[src/source/periph_pkg.sv]
// Peripheral bus package with request and response structs, slot numbers and register offsets
`default_nettype none

package periph_pkg;

    // Access size codes as presented by the core
    // Same encoding for reads and writes
    typedef enum logic [1:0] {
        acc_byte = 2'b00,
        acc_half = 2'b01,
        acc_word = 2'b10,
        acc_none = 2'b11
    } access_t;

    // Request from the core
    // Reads stay held until data_read_complete, writes last one cycle
    typedef struct packed {
        logic [10:0] addr;
        logic [31:0] wdata;
        access_t     write_n;
        access_t     read_n;
    } bus_req_t;

    // Response from one 64-byte slot, combinational from the current address
    typedef struct packed {
        logic [31:0] rdata;
        logic        ready;
    } slot_rsp_t;

    // User slot numbers, decoded from addr[9:6]
    localparam logic [3:0] slot_gpio    = 4'd1;
    localparam logic [3:0] slot_uart_tx = 4'd2;

    // GPIO register offsets, function selects follow at 0x20 to 0x3c
    localparam logic [5:0] gpio_off_out = 6'h00;
    localparam logic [5:0] gpio_off_in  = 6'h04;

    // UART transmitter register offsets
    localparam logic [5:0] uart_off_data   = 6'h00;
    localparam logic [5:0] uart_off_status = 6'h04;

endpackage

`default_nettype wire

[src/source/baud_timer.sv]
// Baud timer that ticks on the last clock of every bit period while running
`timescale 1ns/10ps
`default_nettype none

module baud_timer #(
    parameter int clks_per_bit = 16
) (
    input  wire  clk,
    input  wire  rst_n,
    input  wire  run,
    output logic tick
);

    // Counter needs at least one bit even for a period of one clock
    localparam int               cnt_w    = (clks_per_bit > 1) ? $clog2(clks_per_bit) : 1;
    localparam logic [cnt_w-1:0] cnt_last = cnt_w'(clks_per_bit - 1);

    logic [cnt_w-1:0] cnt;

    // Held at zero when idle so a new frame starts a full period
    always_ff @(posedge clk) begin
        if (!rst_n) begin
            cnt <= '0;
        end else if (!run || tick) begin
            cnt <= '0;
        end else begin
            cnt <= cnt + 1'b1;
        end
    end

    assign tick = run && (cnt == cnt_last);

endmodule

`default_nettype wire

[src/source/uart_tx_shift.sv]
// UART frame shift register driving the serial line, LSB first
`timescale 1ns/10ps
`default_nettype none

module uart_tx_shift (
    input  wire        clk,
    input  wire        rst_n,
    input  wire        load,
    input  wire  [7:0] byte_in,
    input  wire        shift,
    output logic       tx
);

    // Stop bit at the top, start bit at the bottom
    logic [9:0] frame;

    always_ff @(posedge clk) begin
        if (!rst_n) begin
            // All ones keeps the line at its idle level
            frame <= '1;
        end else if (load) begin
            frame <= {1'b1, byte_in, 1'b0};
        end else if (shift) begin
            // Fill with ones so the line rests high after the stop bit
            frame <= {1'b1, frame[9:1]};
        end
    end

    // Line is the bottom of the frame
    assign tx = frame[0];

endmodule

`default_nettype wire

[src/source/uart_tx_ctrl.sv]
// UART transmitter control with frame FSM, busy status and frame-done interrupt
`timescale 1ns/10ps
`default_nettype none

module uart_tx_ctrl #(
    parameter int clks_per_bit = 16
) (
    input  wire                         clk,
    input  wire                         rst_n,
    input  wire  periph_pkg::bus_req_t  req,
    input  wire                         sel,
    output periph_pkg::slot_rsp_t       rsp,
    output logic                        tx,
    output logic                        interrupt
);

    import periph_pkg::*;

    typedef enum logic [1:0] {
        st_idle,
        st_start,
        st_data,
        st_stop
    } state_t;

    state_t     state;
    logic [2:0] bit_cnt;
    logic       busy;
    logic       tick;
    logic       data_wr;
    logic       load;

    assign busy    = (state != st_idle);
    assign data_wr = sel && (req.write_n != acc_none) && (req.addr[5:0] == uart_off_data);
    // Writes while a frame is in flight are dropped
    assign load    = data_wr && !busy;

    baud_timer #(
        .clks_per_bit (clks_per_bit)
    ) baud_timer_i (
        .clk   (clk),
        .rst_n (rst_n),
        .run   (busy),
        .tick  (tick)
    );

    uart_tx_shift uart_tx_shift_i (
        .clk     (clk),
        .rst_n   (rst_n),
        .load    (load),
        .byte_in (req.wdata[7:0]),
        .shift   (tick),
        .tx      (tx)
    );

    // One state per bit kind, data bits counted on ticks
    always_ff @(posedge clk) begin
        if (!rst_n) begin
            state   <= st_idle;
            bit_cnt <= 3'd0;
        end else begin
            case (state)
                st_idle: begin
                    if (load) begin
                        state <= st_start;
                    end
                end
                st_start: begin
                    if (tick) begin
                        state   <= st_data;
                        bit_cnt <= 3'd0;
                    end
                end
                st_data: begin
                    if (tick) begin
                        bit_cnt <= bit_cnt + 3'd1;
                        if (bit_cnt == 3'd7) begin
                            state <= st_stop;
                        end
                    end
                end
                default: begin
                    // Busy drops as the stop bit ends
                    if (tick) begin
                        state <= st_idle;
                    end
                end
            endcase
        end
    end

    // Frame done wins over a clearing write in the same cycle
    always_ff @(posedge clk) begin
        if (!rst_n) begin
            interrupt <= 1'b0;
        end else if ((state == st_stop) && tick) begin
            interrupt <= 1'b1;
        end else if (data_wr) begin
            interrupt <= 1'b0;
        end
    end

    // Status word carries busy and interrupt
    always_comb begin
        rsp.ready = 1'b1;
        rsp.rdata = 32'h0;
        if (req.addr[5:0] == uart_off_status) begin
            rsp.rdata = {30'h0, interrupt, busy};
        end
    end

endmodule

`default_nettype wire

[src/source/gpio_regs.sv]
// GPIO slot with output register, raw input readback and eight function-select registers
`timescale 1ns/10ps
`default_nettype none

module gpio_regs (
    input  wire                         clk,
    input  wire                         rst_n,
    input  wire  periph_pkg::bus_req_t  req,
    input  wire                         sel,
    input  wire  [7:0]                  ui_in,
    output periph_pkg::slot_rsp_t       rsp,
    output logic [7:0]                  gpio_out
);

    import periph_pkg::*;

    logic [5:0]  offset;
    logic        wr_en;
    logic        fsel_hit;
    logic [2:0]  fsel_idx;
    logic [31:0] func_sel [0:7];

    assign offset = req.addr[5:0];
    assign wr_en  = sel && (req.write_n != acc_none);

    // Word-aligned function selects in the upper half of the slot
    assign fsel_hit = offset[5] && (offset[1:0] == 2'b00);
    assign fsel_idx = offset[4:2];

    // Output pins, only the low byte of the write is used
    always_ff @(posedge clk) begin
        if (!rst_n) begin
            gpio_out <= 8'h00;
        end else if (wr_en && (offset == gpio_off_out)) begin
            gpio_out <= req.wdata[7:0];
        end
    end

    // Byte lanes written per access size
    always_ff @(posedge clk) begin
        if (!rst_n) begin
            for (int i = 0; i < 8; i++) begin
                func_sel[i] <= 32'h0;
            end
        end else if (wr_en && fsel_hit) begin
            func_sel[fsel_idx][7:0] <= req.wdata[7:0];
            if ((req.write_n == acc_half) || (req.write_n == acc_word)) begin
                func_sel[fsel_idx][15:8] <= req.wdata[15:8];
            end
            if (req.write_n == acc_word) begin
                func_sel[fsel_idx][31:16] <= req.wdata[31:16];
            end
        end
    end

    // Reads never stall
    always_comb begin
        rsp.ready = 1'b1;
        rsp.rdata = 32'h0;
        if (offset == gpio_off_out) begin
            rsp.rdata = {24'h0, gpio_out};
        end else if (offset == gpio_off_in) begin
            rsp.rdata = {24'h0, ui_in};
        end else if (fsel_hit) begin
            rsp.rdata = func_sel[fsel_idx];
        end
    end

endmodule

`default_nettype wire

[src/source/periph_read_port.sv]
// Read port that holds registered slot data for the core and generates data_ready
`timescale 1ns/10ps
`default_nettype none

module periph_read_port (
    input  wire                         clk,
    input  wire                         rst_n,
    input  wire  periph_pkg::bus_req_t  req,
    input  wire  periph_pkg::slot_rsp_t rsp,
    input  wire                         data_read_complete,
    output logic [31:0]                 data_out,
    output logic                        data_ready
);

    import periph_pkg::*;

    logic read_req;
    logic last_read_req;
    logic data_hold;
    logic capture;

    assign read_req = (req.read_n != acc_none);

    // First ready cycle of a read while nothing is held
    assign capture = read_req && rsp.ready && !data_hold;

    // Read data, frozen until the core completes the read
    always_ff @(posedge clk) begin
        if (capture) begin
            data_out <= rsp.rdata;
        end
    end

    always_ff @(posedge clk) begin
        if (!rst_n) begin
            data_hold     <= 1'b0;
            last_read_req <= 1'b0;
            data_ready    <= 1'b0;
        end else begin
            if (capture) begin
                data_hold <= 1'b1;
            end else if (data_read_complete) begin
                data_hold <= 1'b0;
            end
            last_read_req <= read_req;
            // One edge later than data_out so the core sees settled data
            data_ready    <= last_read_req && read_req && rsp.ready;
        end
    end

endmodule

`default_nettype wire

[src/source/periph_bus.sv]
// Peripheral bus top, decodes the user slot and joins GPIO, UART transmitter and read port
`timescale 1ns/10ps
`default_nettype none

module periph_bus #(
    parameter int clks_per_bit = 16
) (
    input  wire                        clk,
    input  wire                        rst_n,
    input  wire  [7:0]                 ui_in,
    output logic [7:0]                 uo_out,
    input  wire  periph_pkg::bus_req_t req,
    output logic [31:0]                data_out,
    output logic                       data_ready,
    input  wire                        data_read_complete,
    output logic [15:2]                user_interrupts
);

    import periph_pkg::*;

    logic       user_space;
    logic [3:0] slot;
    logic       gpio_sel;
    logic       uart_sel;
    slot_rsp_t  gpio_rsp;
    slot_rsp_t  uart_rsp;
    slot_rsp_t  slot_rsp;
    logic [7:0] gpio_out;
    logic       uart_tx_line;
    logic       uart_irq;

    // Upper half of the 11-bit space is not populated
    assign user_space = !req.addr[10];
    assign slot       = req.addr[9:6];

    // One select line per populated slot
    assign gpio_sel = user_space && (slot == slot_gpio);
    assign uart_sel = user_space && (slot == slot_uart_tx);

    gpio_regs gpio_regs_i (
        .clk      (clk),
        .rst_n    (rst_n),
        .req      (req),
        .sel      (gpio_sel),
        .ui_in    (ui_in),
        .rsp      (gpio_rsp),
        .gpio_out (gpio_out)
    );

    uart_tx_ctrl #(
        .clks_per_bit (clks_per_bit)
    ) uart_tx_ctrl_i (
        .clk       (clk),
        .rst_n     (rst_n),
        .req       (req),
        .sel       (uart_sel),
        .rsp       (uart_rsp),
        .tx        (uart_tx_line),
        .interrupt (uart_irq)
    );

    // Response and output pins follow the addressed slot
    // Empty slots read as zero and are always ready
    always_comb begin
        slot_rsp.rdata = 32'h0;
        slot_rsp.ready = 1'b1;
        uo_out         = 8'h00;
        if (gpio_sel) begin
            slot_rsp = gpio_rsp;
            uo_out   = gpio_out;
        end else if (uart_sel) begin
            slot_rsp = uart_rsp;
            uo_out   = {7'h00, uart_tx_line};
        end
    end

    // Interrupt bit index equals slot number
    always_comb begin
        user_interrupts               = '0;
        user_interrupts[slot_uart_tx] = uart_irq;
    end

    periph_read_port periph_read_port_i (
        .clk                (clk),
        .rst_n              (rst_n),
        .req                (req),
        .rsp                (slot_rsp),
        .data_read_complete (data_read_complete),
        .data_out           (data_out),
        .data_ready         (data_ready)
    );

endmodule

`default_nettype wire

[config.mk]
export PLATFORM = sky130hd
export DESIGN_NAME = periph_bus
export DESIGN_NICKNAME = d
export VERILOG_FILES = /design/src/source/periph_pkg.sv /design/src/source/baud_timer.sv /design/src/source/uart_tx_shift.sv /design/src/source/uart_tx_ctrl.sv /design/src/source/gpio_regs.sv /design/src/source/periph_read_port.sv /design/src/source/periph_bus.sv
export SDC_FILE = /design/constraint.sdc
export NUM_CORES = 1
export LEC_CHECK = 0
export BUFFER_PORTS_ARGS = -buffer_cell sky130_fd_sc_hd__buf_2
export CORE_UTILIZATION = 55
export CTS_BUF_LIST = sky130_fd_sc_hd__clkbuf_2 sky130_fd_sc_hd__clkbuf_4 sky130_fd_sc_hd__clkbuf_8
export CTS_CLUSTER_SIZE = 16
export DETAILED_ROUTE_END_ITERATION = 8
export GPL_ROUTABILITY_DRIVEN = 0
export GPL_TIMING_DRIVEN = 0
export PLACE_DENSITY = 0.81
export SLEW_MARGIN = 20
export SYNTH_ARGS = -nofsm -noshare
export SYNTH_HDL_FRONTEND = slang
export SYNTH_SLANG_ARGS = --single-unit
[constraint.sdc]
create_clock -name clk -period 3.07 [get_ports clk]
set_input_delay 0.307 -clock clk [delete_from_list [all_inputs] [get_ports clk]]
set_output_delay 0.307 -clock clk [all_outputs]
set_load 0.005 [all_outputs]
# Word-level counts from Yosys, hierarchy flattened
# Memory sizes are Yosys's and may differ from the RTL's.
# Cells that the tools add are included.
dict set report classes {
  muxes 38
  n_reduce_logical 33
  bitwise 1
  add_sub_neg 2
  n_eq_ne 16
}
# op count
set ops {}
lappend ops {{$mux W32} 4}
lappend ops {{$mux W33} 2}
lappend ops {{$reduce_or A32 Y1} 1}
lappend ops {{$mux W9} 2}
lappend ops {{$mux W1} 17}
lappend ops {{$logic_and A1 B1 Y1} 15}
lappend ops {{$mux W2} 6}
lappend ops {{$mux W3} 4}
lappend ops {{$reduce_bool A2 Y1} 6}
lappend ops {{$mux W8} 1}
lappend ops {{$ne A2 B2 Y1 const B} 4}
lappend ops {{$eq A2 B2 Y1 const B} 3}
lappend ops {{$eq A6 B3 Y1 const B} 1}
lappend ops {{$logic_not A6 Y1} 1}
lappend ops {{$pmux W2 S3} 1}
lappend ops {{$pmux W3 S2} 1}
lappend ops {{$reduce_and A5 Y1} 1}
lappend ops {{$add A4 B1 Y4 const B} 1}
lappend ops {{$eq A2 B1 Y1 const B} 2}
lappend ops {{$eq A4 B1 Y1 const B} 1}
lappend ops {{$eq A4 B2 Y1 const B} 1}
lappend ops {{$eq A4 B4 Y1 const B} 1}
lappend ops {{$logic_not A2 Y1} 2}
lappend ops {{$ne A2 B1 Y1 const B} 2}
lappend ops {{other kinds (7)} 10}
dict set report totals {
  in_bits 58
  mem_bits_rw 256
  wordCells 101
  mem_count 1
  output_inout_bits 55
  ff_bits 62
}
# memory words word_bits read_ports rd_ports_with_merged_regs write_ports line_no
set mem_list {}
lappend mem_list {gpio_regs_i.func_sel 8 32 1 0 8 gpio_regs.sv:21} ;# logic [31:0] func_sel [0:7];

# Longest topological paths before layout
dict set report logic_depth {
  word_depth 9
  ltp_mapped 8
  mapped_depth_nobuf 7
}

# Cells and area by module
# A second synthesis with hierarchy kept.
dict set report hier_totals {
  hier_cells 1165
  hier_area_um2 15587.4
}
# module seq_area_each_um2 cells_each instances area_per_inst_um2
set by_module_without_submodules {}
lappend by_module_without_submodules {gpio_regs 7847.5 843 1 12239.2}
lappend by_module_without_submodules {periph_bus 0.0 147 1 1079.8}
lappend by_module_without_submodules {periph_read_port 1021.0 41 1 1064.8}
lappend by_module_without_submodules {uart_tx_ctrl 120.1 78 1 623.1}
lappend by_module_without_submodules {uart_tx_shift 180.2 39 1 424.2}
lappend by_module_without_submodules {baud_timer 80.1 17 1 156.4}

# Worst setup path before layout
# OpenSTA, ideal clock, no wires.
dict set report synth_path {
  kind {input -> register}
  startpoint {input port req[45] in the netlist's numbering}
  endpoint {memory gpio_regs_i.func_sel[5][16], enable pin}
  n_path_buf 1
  slack_ns -0.124
  setup_ns 0.411
  required_ns 2.659
  stages 5
  arrival_time_ns 2.783
  path_cell_list {or3_4 -> nor4_4 -> nand2b_1 -> buf_4 -> o21ai_0}
}
# item line_no
set synth_rtl {}
lappend synth_rtl {{from (decl)} periph_bus.sv:12} ;# input wire periph_pkg::bus_req_t req,
lappend synth_rtl {{to (decl)} gpio_regs.sv:21}

==> flow_metrics.tcl <==
set metrics [dict create \
    p_int_uw 6884 \
    max_slew_margin 0.3204 \
    drv_cap 0 \
    dpl_cell_area_mm2 0.01561 \
    cts_tree "done" \
    route.detailed.wl_per_inst_um 21.80 \
    num_vias 9004 \
    pre_cts_ws_ns -0.1349 \
    synthTopCellsByArea "edfxtp_1, and2_1, mux4_2" \
    yosysTopAreaCell "edfxtp_1" \
    synth_ff_type "edfxtp_1" \
    cts_made_buffers 49 \
    slowest_stage "o21ai_1" \
    clock_latency_ns 0.56 \
    postSynthAreaPerCell_um2 14.55 \
    multiInputGateArea_mm2 0.004935 \
    ctsResizeCount 0 \
    endpoint_kind "flip-flop" \
    finalCritPeriodShare 0.8377 \
    die-area_mm2 0.02698 \
    synth_warnings 0 \
    setup_slack_ns 0.4981 \
    grt_max_degree 20 \
    yosysMostFrequentCell "edfxtp_1" \
    dieWidth_um 164.2 \
    ys_async_sr_fraction 0 \
    finalMaxSlewViolations 0 \
    rsz0062_at_grt "false" \
    viasPerCell 5.870 \
    cts_setup_buffers 0 \
    ys_top_cells_by_count "edfxtp_1, and2_1, and3_1" \
    slowest_delay_ns 0.80 \
    drt-initial-drc-count 1038 \
    clockBufferDepth 3 \
    drive_gt1_frac 0.2571 \
    critPathRequiredTime_ns 3.24 \
    crit_type "input port to flip-flop" \
    hold_violations 0 \
    drc 0 \
    final_nets 1232 \
    grtUsageTotal 0.2560 \
    power_density_mw_per_mm2 539.0 \
    p_leak_uw 0.006304 \
    synth_top_area_share 0.5974 \
    seq_area_mm2 0.009249 \
    syn-instance-count 995 \
    seq_power_share 0.559 \
    finalClockSkew_ns 0.01213 \
    grt_pass1_wl_um 50730 \
    fin_crit_ns 2.572 \
    gr-total-overflow 0 \
    antenna_found_initial 1 \
    critPathArrivalTime_ns 2.75 \
    dp_hpwl_um 22980 \
    max_freq_mhz 388.8 \
    wirelength_um 33430 \
    worstPathMaxFanout 9 \
    drt.antenna.violating_nets 0 \
    syn2layout_area_growth_pct 13.96 \
    peakVddDrop_uv 307.6 \
    pwr-share-comb 0.072 \
    clock-sinks 318 \
    cp-start-kind "input port" \
    switching_share 0.2259 \
    holdWs_ns 0.01679 \
    ys_seq_area_frac 0.6388 \
    ctsHoldBuffers 0 \
    yosys.cell_types.count 63 \
    cts_root_buf "clkbuf_8" \
    netlist_area_mm2 0.01448 \
    p_clk_frac 0.369 \
    min_path_type "input port to flip-flop" \
    synth-edff-count 288 \
    design_area_mm2 0.01650 \
    ys_seq_elements 318 \
    first_global_vias 9158 \
    crit_chain "buf_2, or3b_1, nor4_4, nand2b_1, buf_4, o21ai_1" \
    portBuffers 98 \
    start_util 0.5587 \
    power.switching_uw 2009 \
    status "completed" \
    fp.dieH_um 164.2 \
    cts_htree_levels 2 \
    fill_cells 1890 \
    clk_pin_slew_ns 0.06 \
    io_pins 113 \
    row_count 59 \
    tightestPinTransition_ns 1.013 \
    drt_first_pass_iters 7 \
    setup_violations 0 \
    core_mm2 0.02591 \
]
==> stage by stage <==
| step | util | std cells | total power [µW] | setup TNS (ns) |
|---|---|---|---|---|
| CTS | 0.6366 | 1533 | 8931 | 0 |
| global placement | 0.5956 | 1440 | 5653 | -176.51 |
| floorplan | - | 1007 | 5409 | -3.979 |
| detailed placement | 0.6024 | 1449 | 5703 | -2.112 |
| finish | 0.6367 | 1534 | 8893 | 0 |
| global route | 0.6366 | 1533 | 9178 | 0 |
==> metal layers <==
layer	vias up	track usage	routed length, µm
met2	440	0.4331	16780
met3	77	0.03737	2434
met4	0	0.1027	1006
li1	4040	-	-
met5	-	0	0
met1	4447	0.3332	13210
==> placed cells by master, fill, tap and decap left out, drive strengths merged, types with 2 or more instances in the layout <==
master	netlist	layout
edfxtp	288	288
and2	202	202
buf	37	144
clkbuf	33	94
and3	66	66
mux4	54	54
nor2	53	53
o21ai	40	40
mux2i	37	37
nand2	33	33
dfxtp	30	30
clkinv	0	22
nand3	14	14
conb	1	13
nand2b	12	12
ha	9	9
mux2	7	7
a221o	7	7
inv	6	6
nor2b	6	6
a21oi	6	6
nor3	6	6
a211oi	4	4
a22oi	4	4
a221oi	4	4
o221ai	4	4
o22ai	3	3
nand3b	3	3
o2bb2ai	2	2
or2	2	2
a32oi	2	2
nor4	2	2
==> path summary, 6_finish.rpt <==
kind | startpoint | endpoint | slack [ns] | cells after the start
max reg2reg | uart_tx_ctrl_i.state[0] | uart_tx_ctrl_i.uart_tx_shift_i.frame[2] | 0.57 | 6
max | req[37] | gpio_regs_i.func_sel[1][7] | 0.50 | 6
min | data_read_complete | periph_read_port_i.data_hold | 0.02 | 3
min reg2reg | uart_tx_ctrl_i.baud_timer_i.cnt[0] | uart_tx_ctrl_i.baud_timer_i.cnt[0] | 0.46 | 1
==> state kept, by name, indices dropped and copies added, names as in the netlist <==
register,cells
gpio_regs_i.func_sel,256
periph_read_port_i.data_out,32
uart_tx_ctrl_i.uart_tx_shift_i.frame,9
gpio_regs_i.gpio_out,8
uart_tx_ctrl_i.baud_timer_i.cnt,4
uart_tx_ctrl_i.bit_cnt,3
uart_tx_ctrl_i.state,2
periph_read_port_i.data_hold,1
periph_read_port_i.data_ready,1
periph_read_port_i.last_read_req,1
uart_tx_ctrl_i.interrupt,1
==> area by class of cell <==
class / instances / share of cell area
antenna: 1 / 0.0001517
clock buffer: 61 / 0.04634
inverter: 6 / 0.001365
tap: 335 / 0.02541
multi-input combinational: 613 / 0.2991
buffer: 70 / 0.02169
clock inverter: 23 / 0.007356
timing repair buffer: 107 / 0.03799
sequential: 318 / 0.5606
==> critical path: cells and delay by family <==
| family | cells | cell delay, ns |
|---|---|---|
| AO/OA/AOI/OAI | 1 | 0.80 |
| buffers and inverters | 2 | 0.34 |
| AND/OR/NAND/NOR | 3 | 1.29 |
==> power by group through the flow <==
stage	clock [µW]	combinational, µW	sequential [µW]
after global placement	0	599	5050
after global routing	3510	686	4980
after detailed placement	0	641	5060
after floorplan	0	366	5040
after CTS	3320	644	4970
final	3280	644	4970
==> cell families after synthesis <==
group,synth area share
fa+ha+maj,0.007778
buf+inv,0.02627
xor+xnor,0.001210
compound gates,0.03777
other cells,0.0002590
simple gates,0.1728
mux,0.1150
flops,0.6388
(Power assumes the default switching activity.)
